`src/hw/gat_macros.svh`:
```
`ifndef GAT_MACROS_SVH
`define GAT_MACROS_SVH

// index entries, one per node
`define TOTAL_NODES 24

// words in one output feature vector
`define NUM_FEATURE_OUT 4

// groups in the index memory
`define NUM_SUBGRAPHS 6

// raw feature word from the aggregator
`define NEW_FEATURE_WIDTH 32

// value bits kept per H entry
`define DATA_WIDTH 8

// whole vectors held ahead of the writer
`define FEAT_FIFO_DEPTH 4

`endif

```
`src/hw/gat_pkg.sv`:
```
`include "gat_macros.svh"

package gat_pkg;

  // one feature word as produced upstream
  typedef logic [`NEW_FEATURE_WIDTH-1:0] feat_word_t;
  // full vector, word 0 in the low bits
  typedef feat_word_t [`NUM_FEATURE_OUT-1:0] feat_vec_t;

  typedef logic [$clog2(`TOTAL_NODES)-1:0] node_idx_t;
  // index memory has one entry per node
  typedef logic [$clog2(`TOTAL_NODES)-1:0] idx_addr_t;
  // sog on top, node index, eog at bit 0
  typedef logic [$bits(node_idx_t)+1:0] idx_word_t;

  // word number inside a vector, doubles as H column
  typedef logic [$clog2(`NUM_FEATURE_OUT)-1:0] feat_cnt_t;
  typedef logic [$clog2(`TOTAL_NODES*`NUM_FEATURE_OUT)-1:0] h_addr_t;
  // truncated value above its column index
  typedef logic [`DATA_WIDTH+$bits(feat_cnt_t)-1:0] h_entry_t;

  // write-back FSM
  typedef enum logic [1:0] {
    idle,
    wait_feat,
    write,
    done
  } wr_state_t;

endpackage

```
`src/hw/node_entry_if.sv`:
```
`timescale 1ns/10ps

interface node_entry_if;
  import gat_pkg::*;

  // entry on offer, held until next
  logic      entry_vld;
  node_idx_t node_idx;
  // closes the current group
  logic      eog;
  // index address TOTAL_NODES-1
  logic      last_entry;
  // one-cycle retire pulse from the writer
  logic      next;

  modport reader (
    output entry_vld, node_idx, eog, last_entry,
    input  next
  );

  modport writer (
    input  entry_vld, node_idx, eog, last_entry,
    output next
  );

endinterface

```
`src/hw/feat_fifo.sv`:
```
`timescale 1ns/10ps
`include "gat_macros.svh"

module feat_fifo (
  input  logic               clk,
  input  logic               rst_n,
  input  logic               wr,
  input  gat_pkg::feat_vec_t din,
  input  logic               rd,
  output gat_pkg::feat_vec_t dout,
  output logic               empty,
  output logic               full
);
  import gat_pkg::*;

  localparam int ptr_w = $clog2(`FEAT_FIFO_DEPTH);
  localparam logic [ptr_w-1:0] ptr_last = ptr_w'(`FEAT_FIFO_DEPTH - 1);

  feat_vec_t        mem [`FEAT_FIFO_DEPTH];
  logic [ptr_w-1:0] wr_ptr;
  logic [ptr_w-1:0] rd_ptr;
  logic [ptr_w:0]   count;
  logic             do_wr;
  logic             do_rd;

  // drop illegal requests, the assertions below flag them
  assign do_wr = wr && !full;
  assign do_rd = rd && !empty;

  // vector storage
  always_ff @(posedge clk) begin
    if (do_wr) begin
      mem[wr_ptr] <= din;
    end
  end

  always_ff @(posedge clk) begin
    if (!rst_n) begin
      wr_ptr <= '0;
      rd_ptr <= '0;
      count  <= '0;
    end else begin
      if (do_wr) begin
        wr_ptr <= (wr_ptr == ptr_last) ? '0 : wr_ptr + 1'b1;
      end
      if (do_rd) begin
        rd_ptr <= (rd_ptr == ptr_last) ? '0 : rd_ptr + 1'b1;
      end
      // occupancy only moves on a lone push or pop
      case ({do_wr, do_rd})
        2'b10:   count <= count + 1'b1;
        2'b01:   count <= count - 1'b1;
        default: count <= count;
      endcase
    end
  end

  // head is visible without a read cycle
  assign dout  = mem[rd_ptr];
  assign empty = (count == '0);
  assign full  = (count == (ptr_w + 1)'(`FEAT_FIFO_DEPTH));

  // aggregator must respect the ready level
  assert property (@(posedge clk) disable iff (!rst_n) wr |-> !full)
    else $error("feat_fifo: push while full");

  // writer only pops a vector it has used
  assert property (@(posedge clk) disable iff (!rst_n) rd |-> !empty)
    else $error("feat_fifo: pop while empty");

endmodule

```
`src/hw/subgraph_idx_reader.sv`:
```
`timescale 1ns/10ps
`include "gat_macros.svh"

module subgraph_idx_reader (
  input  logic               clk,
  input  logic               rst_n,
  output gat_pkg::idx_addr_t bram_addr,
  input  gat_pkg::idx_word_t bram_dout,
  node_entry_if.reader       entry
);
  import gat_pkg::*;

  localparam idx_addr_t last_addr = idx_addr_t'(`TOTAL_NODES - 1);

  idx_addr_t addr_q;
  logic      start_q;
  logic      fetch_pend;
  idx_word_t word_q;
  logic      sog;
  logic      after_eog;

  // address runs one entry ahead
  // so memory output is settled by the time next arrives
  assign bram_addr = addr_q;

  always_ff @(posedge clk) begin
    if (!rst_n) begin
      start_q          <= 1'b1;
      fetch_pend       <= 1'b0;
      addr_q           <= '0;
      entry.entry_vld  <= 1'b0;
      entry.last_entry <= 1'b0;
      // first entry must open a group
      after_eog        <= 1'b1;
    end else begin
      start_q    <= 1'b0;
      // one fetch after reset and per retired entry, none past the last
      fetch_pend <= start_q || (entry.next && !entry.last_entry);
      if (fetch_pend) begin
        entry.entry_vld  <= 1'b1;
        entry.last_entry <= (addr_q == last_addr);
        if (addr_q != last_addr) begin
          addr_q <= addr_q + 1'b1;
        end
      end else if (entry.next) begin
        entry.entry_vld <= 1'b0;
      end
      if (entry.next) begin
        after_eog <= entry.eog;
      end
    end
  end

  // returned index word, held for the whole entry
  always_ff @(posedge clk) begin
    if (fetch_pend) begin
      word_q <= bram_dout;
    end
  end

  assign {sog, entry.node_idx, entry.eog} = word_q;

  // group boundaries in the index memory must pair up
  assert property (@(posedge clk) disable iff (!rst_n)
    $rose(entry.entry_vld) && after_eog |-> sog)
    else $error("subgraph_idx_reader: entry after eog lacks sog");

endmodule

```
`src/hw/h_data_writer.sv`:
```
`timescale 1ns/10ps
`include "gat_macros.svh"

module h_data_writer (
  input  logic               clk,
  input  logic               rst_n,
  node_entry_if.writer       entry,
  input  gat_pkg::feat_vec_t feat_dout,
  input  logic               feat_empty,
  output logic               feat_pop,
  output gat_pkg::h_addr_t   h_addr,
  output gat_pkg::h_entry_t  h_din,
  output logic               h_en,
  output logic               h_we,
  output logic               gat_ready
);
  import gat_pkg::*;

  localparam feat_cnt_t cnt_last = feat_cnt_t'(`NUM_FEATURE_OUT - 1);

  wr_state_t  state;
  wr_state_t  state_nxt;
  feat_cnt_t  cnt;
  feat_word_t cur_word;
  h_addr_t    base_addr;
  logic       last_word;

  // final word of the current entry
  assign last_word = (state == write) && (cnt == cnt_last);

  always_comb begin
    state_nxt = state;
    case (state)
      idle: begin
        // entry seen, write starts next cycle if a vector is queued
        if (entry.entry_vld) begin
          state_nxt = feat_empty ? wait_feat : write;
        end
      end
      wait_feat: begin
        if (!feat_empty) begin
          state_nxt = write;
        end
      end
      write: begin
        if (last_word) begin
          state_nxt = entry.last_entry ? done : idle;
        end
      end
      // held until reset
      done: state_nxt = done;
      default: state_nxt = idle;
    endcase
  end

  always_ff @(posedge clk) begin
    if (!rst_n) begin
      state <= idle;
      cnt   <= '0;
    end else begin
      state <= state_nxt;
      if (state == write) begin
        cnt <= last_word ? '0 : cnt + 1'b1;
      end
    end
  end

  // row base for this node
  assign base_addr = h_addr_t'(entry.node_idx) * h_addr_t'(`NUM_FEATURE_OUT);
  assign h_addr    = base_addr + h_addr_t'(cnt);

  // low value bits with the word number as column
  assign cur_word = feat_dout[cnt];
  assign h_din    = {cur_word[`DATA_WIDTH-1:0], cnt};

  // enable and write strobe pulse together
  assign h_en = (state == write);
  assign h_we = (state == write);

  // retire entry on its last word, pop the vector at group end
  assign entry.next = last_word;
  assign feat_pop   = last_word && entry.eog;
  assign gat_ready  = (state == done);

  // writes only with a queued vector and an entry on offer
  assert property (@(posedge clk) disable iff (!rst_n)
    h_en |-> !feat_empty && entry.entry_vld)
    else $error("h_data_writer: H write without vector or entry");

  // reader has to withdraw a retired entry
  assert property (@(posedge clk) disable iff (!rst_n)
    entry.next |=> !entry.entry_vld)
    else $error("h_data_writer: entry still valid after next");

endmodule

```
`src/hw/subgraph_handler.sv`:
```
`timescale 1ns/10ps

module subgraph_handler (
  input  logic               clk,
  input  logic               rst_n,

  // new feature vectors from the aggregator
  input  logic               subgraph_vld_i,
  input  gat_pkg::feat_vec_t new_feat,
  output logic               subgraph_rdy_o,

  // subgraph index memory, one cycle read latency
  output gat_pkg::idx_addr_t subgraph_bram_addrb,
  input  gat_pkg::idx_word_t subgraph_bram_dout,

  // H data memory write port
  output gat_pkg::h_addr_t   h_data_bram_addra,
  output gat_pkg::h_entry_t  h_data_bram_din,
  output logic               h_data_bram_ena,
  output logic               h_data_bram_wea,

  output logic               gat_ready
);
  import gat_pkg::*;

  // head of the vector queue
  feat_vec_t feat_dout;
  logic      feat_empty;
  logic      feat_full;
  logic      feat_pop;

  // current index entry, reader to writer
  node_entry_if entry_if ();

  feat_fifo u_feat_fifo (
    .clk   (clk),
    .rst_n (rst_n),
    .wr    (subgraph_vld_i),
    .din   (new_feat),
    .rd    (feat_pop),
    .dout  (feat_dout),
    .empty (feat_empty),
    .full  (feat_full)
  );

  // space left for another vector
  assign subgraph_rdy_o = !feat_full;

  subgraph_idx_reader u_idx_reader (
    .clk       (clk),
    .rst_n     (rst_n),
    .bram_addr (subgraph_bram_addrb),
    .bram_dout (subgraph_bram_dout),
    .entry     (entry_if.reader)
  );

  h_data_writer u_h_writer (
    .clk        (clk),
    .rst_n      (rst_n),
    .entry      (entry_if.writer),
    .feat_dout  (feat_dout),
    .feat_empty (feat_empty),
    .feat_pop   (feat_pop),
    .h_addr     (h_data_bram_addra),
    .h_din      (h_data_bram_din),
    .h_en       (h_data_bram_ena),
    .h_we       (h_data_bram_wea),
    .gat_ready  (gat_ready)
  );

endmodule

```
`config.mk`:
```
export PLATFORM = sky130hd
export DESIGN_NAME = subgraph_handler
export DESIGN_NICKNAME = d
export VERILOG_FILES = /design/src/hw/gat_pkg.sv /design/src/hw/node_entry_if.sv /design/src/hw/feat_fifo.sv /design/src/hw/subgraph_idx_reader.sv /design/src/hw/h_data_writer.sv /design/src/hw/subgraph_handler.sv
export VERILOG_INCLUDE_DIRS = /design/src /design/src/hw
export SDC_FILE = /design/constraint.sdc
export NUM_CORES = 1
export LEC_CHECK = 0
export ABC_CLOCK_PERIOD_IN_PS = 6000
export BUFFER_PORTS_ARGS = -buffer_cell sky130_fd_sc_hd__buf_2
export CAP_MARGIN = 25
export CORE_MARGIN = 5
export CORE_UTILIZATION = 64
export CTS_BUF_LIST = sky130_fd_sc_hd__clkbuf_4
export DETAILED_ROUTE_END_ITERATION = 10
export PLACE_DENSITY_LB_ADDON = 0.1
export SLEW_MARGIN = 20
export SYNTH_ARGS = -nofsm -noshare
export SYNTH_HDL_FRONTEND = slang
export SYNTH_HIERARCHICAL = 1
export SYNTH_SLANG_ARGS = --single-unit
```
`constraint.sdc`:
```
create_clock -name clk -period 6 [get_ports clk]
set_input_delay 1.5 -clock clk [delete_from_list [all_inputs] [get_ports clk]]
set_output_delay 1.5 -clock clk [all_outputs]
set_load 0.01 [all_outputs]
```
## Yosys cells after proc, flatten, opt, wreduce, memory -nomap -nowiden

Memories as Yosys holds them, arrays and structs flattened. A register that Yosys moved wholly into a read port is not among the register bits.
Index checks and enable logic that the tools add are counted.

- Register bits: 26
- RAM bits: 512
- Output and inout bits: 26
- Word-level logic and storage cells: 68
- Memories: 1

- $add $sub $neg: 7
- Order comparisons: 1
- Eq/ne operators: 14
- Multiplexer cells: 19
- Reduce and logical (&&, ||, !) cells: 15

Memories:

| name | depth | bits a word | rd ports | clocked after Yosys merged registers in | wr ports | RTL line | text |
|---|---|---|---|---|---|---|---|
| u_feat_fifo.mem | 4 | 128 | 1 | 1 | 1 | feat_fifo.sv:19 | `` feat_vec_t mem [`FEAT_FIFO_DEPTH]; `` |

Operators with widths:

| cell | count |
|---|---|
| 32-bit binary-select mux with 2-bit select | 1 |
| 2-bit 2-to-1 mux | 10 |
| 2-bit equality test, second input constant | 6 |
| 8-bit 2-to-1 mux | 1 |
| 2-bit one-hot mux with 4 select lines | 1 |
| 7-bit by 2-bit adder with 7-bit output | 1 |
| 2-bit by 1-bit adder with 2-bit output, second input constant | 3 |
| 3-bit one-hot mux with 2 select lines | 1 |
| 5-bit by 1-bit adder with 5-bit output, second input constant | 1 |
| 5-bit equality test, second input constant | 1 |
| 1-bit logical AND | 5 |
| 1-bit 2-to-1 mux | 5 |
| 5-bit inequality test, second input constant | 1 |
| 2-bit by 1-bit equality test with 1-bit output, second input constant | 2 |
| 2-bit inequality test, second input constant | 2 |
| 2-bit nonzero test | 2 |
| 3-bit by 1-bit adder with 3-bit output, second input constant | 1 |
| 3-bit equality test, second input constant | 1 |
| 1-bit zero test | 3 |
| 3-bit zero test | 1 |
| 2-bit by 3-bit less-than comparator with 1-bit output, second input constant | 1 |
| 3-bit AND reduction | 1 |
| 3-bit by 1-bit subtractor with 3-bit output, second input constant | 1 |
| 2-bit zero test | 1 |
| other kinds (3) | 3 |

## Depth between registers and ports, before layout

- Depth in word-level cells: 6
- Mapped depth: 11

## By module

The synthesis kept the hierarchy.

By module, submodules not included:

| module | times used | cells each | area each (µm²) | sequential area each (µm²) |
|---|---|---|---|---|
| feat_fifo | 1 | 724 | 19,059.5 | 15,554.9 |
| subgraph_idx_reader | 1 | 42 | 518.0 | 360.3 |
| h_data_writer | 1 | 41 | 457.9 | 80.1 |
| subgraph_handler | 1 | 1 | 3.8 | 0.0 |

## Least setup slack after synthesis

No wires, ideal clock.

- Kind: input -> register
- Start: in subgraph_vld_i
- End: mem u_feat_fifo/mem[1][0] (netlist name), enable pin
- Arrival: 4,820 ps
- Required time: 5,498 ps
- Slack: 678 ps
- Stages: 3
- Cells stage by stage: nor2b_1 clkbuf_1 and2_1

- Word-level cells in the longest chain between the ends: 3

Ends and longest elaborated chain:

| item | RTL line | text |
|---|---|---|
| from (decl) | subgraph_handler.sv:8 | `input logic subgraph_vld_i,` |
| 1-bit logical AND | feat_fifo.sv:27 | `assign do_wr = wr && !full;` |
| 1-bit 2-to-1 mux | feat_fifo.sv:32 | `if (do_wr) begin` |
| 1-bit 2-to-1 mux (not written as such) | feat_fifo.sv:33 | `mem[wr_ptr] <= din;` |
| to (decl) | feat_fifo.sv:19 |  |

Every way passes these cells.

==> metrics.cfg <==
[grt]
globalRouteTotalUtil_pct=19.6
grt_pass1_vias=3063
grt_max_degree=33
grt.overflow.total=0
grt_antenna_before_repair=1
grt_pass1_wl_um=16500

[detailed_routing]
routed_wl_um=10300
drc=0
vias_per_cell=5.63
vias=2955
avgRoutedWirePerCell_um=19.5
drtIter0Drc=139
drtAntennaViolNets=0
first_pass_iters=4

[setup_path]
cp.arrival_ps=3020
path_class=flip-flop to output pin
crit_path_max_fanout=24
cp.required_ps=4500
worst_setup_path_start_kind=flip-flop
cp-end-kind=output pin

[cts]
cts_tree=done
post_cts_resized=0
cts_buffer_depth=2
hold_buffers=0
post_cts_buffers=0
cts_root_buf=clkbuf_4
h-tree-depth=4
clk_pin_slew_ps=130
clkLatencyLatePin_ps=520
clock-sinks=156
cts-buffers-inserted=17

[layout]
nFillCells=670
mostFrequentLayoutCells=134 x edfxtp_1, 66 x buf_2, 40 x mux4_2
final_common_cell=edfxtp_1
fin_util_pct=70.2
area_growth_pct=8.40
design_area_sq_um=6760
finish.net_count=525
drive_above_1_share_pct=36.3

[placement]
place_ws_ps=1960
gp_congestion=0.742
place_area_sq_um=6490
portBuffers=66
dpl.hpwl_um=6420

[synth]
netlist_instances=318
syn-num-nets=465
avgSynthCellArea_sq_um=19.6
synth_area_sq_um=6240
ys_warn_count=6

[die]
io_pins=164
start_util_pct=64.7
coreArea_sq_um=9640
row_count=36
die_w_um=109
die_area_sq_um=11800
dieHeight_um=109

[sta]
tns_ps=0
slew_headroom_pct=37.3
hold_viol_final=0
fin_crit_sh_pct=75.3
rsz0062_at_grt=false
fin_ws_ps=1480
worst-slew-pin-transition_ps=941
setup_viol=0
clock.fmax_mhz=221
slew_violations=0
min_period_ps=4520
fin_skew_ps=16.4

[flow_run]
maxCapViolations=0

[status]
outcome=finished clean

[power]
vdd_drop_max_uv=195
total_leakage_power_nw=2.31
power.density_nw_per_um2=294

[min_path]
hp-class=flip-flop to flip-flop

[report_power, final]
group	internal, W	switching [W]
Clock	0.000246	0.000354
Combinational	0.0000620	0.0000722
Sequential	0.00123	0.0000221
Total	0.00154	0.000449
[final timing paths]
check	startpoint	to	slack, ps	depth (start not counted)
max	flip-flop	h_data_bram_din[4]	1480	4
min	u_idx_reader/start_q	u_idx_reader/fetch_pend	460	2
max reg2reg	u_h_writer/cnt[0]	u_feat_fifo/count[2]	3010	10
min reg2reg	u_idx_reader/start_q	u_idx_reader/fetch_pend	460	2
[registers in the layout (all words and copies together), names as in the netlist, named ones only]
name and cells:
u_feat_fifo/mem 128, u_h_writer/cnt 2, u_feat_fifo/wr_ptr 2, u_feat_fifo/count 3, u_idx_reader/word_q 6, u_idx_reader/start_q 1
u_idx_reader/fetch_pend 1, u_h_writer/state 2, u_idx_reader/entry.last_entry 1, u_idx_reader/entry.entry_vld 1, u_feat_fifo/rd_ptr 2, u_idx_reader/bram_addr 5
[cell type report]
type                       instances  area (sq um)  share of cell area, %
tap                              133           166                   2.46
timing repair buffer              72           375                   5.55
multi-input combinational        118          1430                   21.1
clock buffer                      17           128                   1.89
antenna                            1          2.50                 0.0370
sequential                       156          4470                   66.0
inverter                          13          48.8                  0.722
clock inverter                    15           146                   2.16
[per-stage QoR]
stage | total power [W] | instances | hold WS [ps]
after floorplan | 0.00136 | 318 | 413
after global placement | 0.00141 | 492 | 420
after detailed placement | 0.00142 | 492 | 427
after CTS | 0.00201 | 524 | 460
after global routing | 0.00208 | 525 | 498
final | 0.00199 | 525 | 461
[metal layers]
layer / GRT usage (%) / up-vias / wire (um)
li1: - / 1369 / -
met1: 25.0 / 1510 / 4350
met2: 32.4 / 71 / 5330
met3: 6.28 / 5 / 490
met4: 5.95 / 0 / 84
met5: 0 / - / 0
[worst max-delay path, cell delays in order, from the launching register on]
cell,delay (ps)
dfxtp_2,940
buf_4,360
mux4_2,540
mux4_2,490
buf_2,150
No activity file was read; power rests on OpenSTA's default activity.
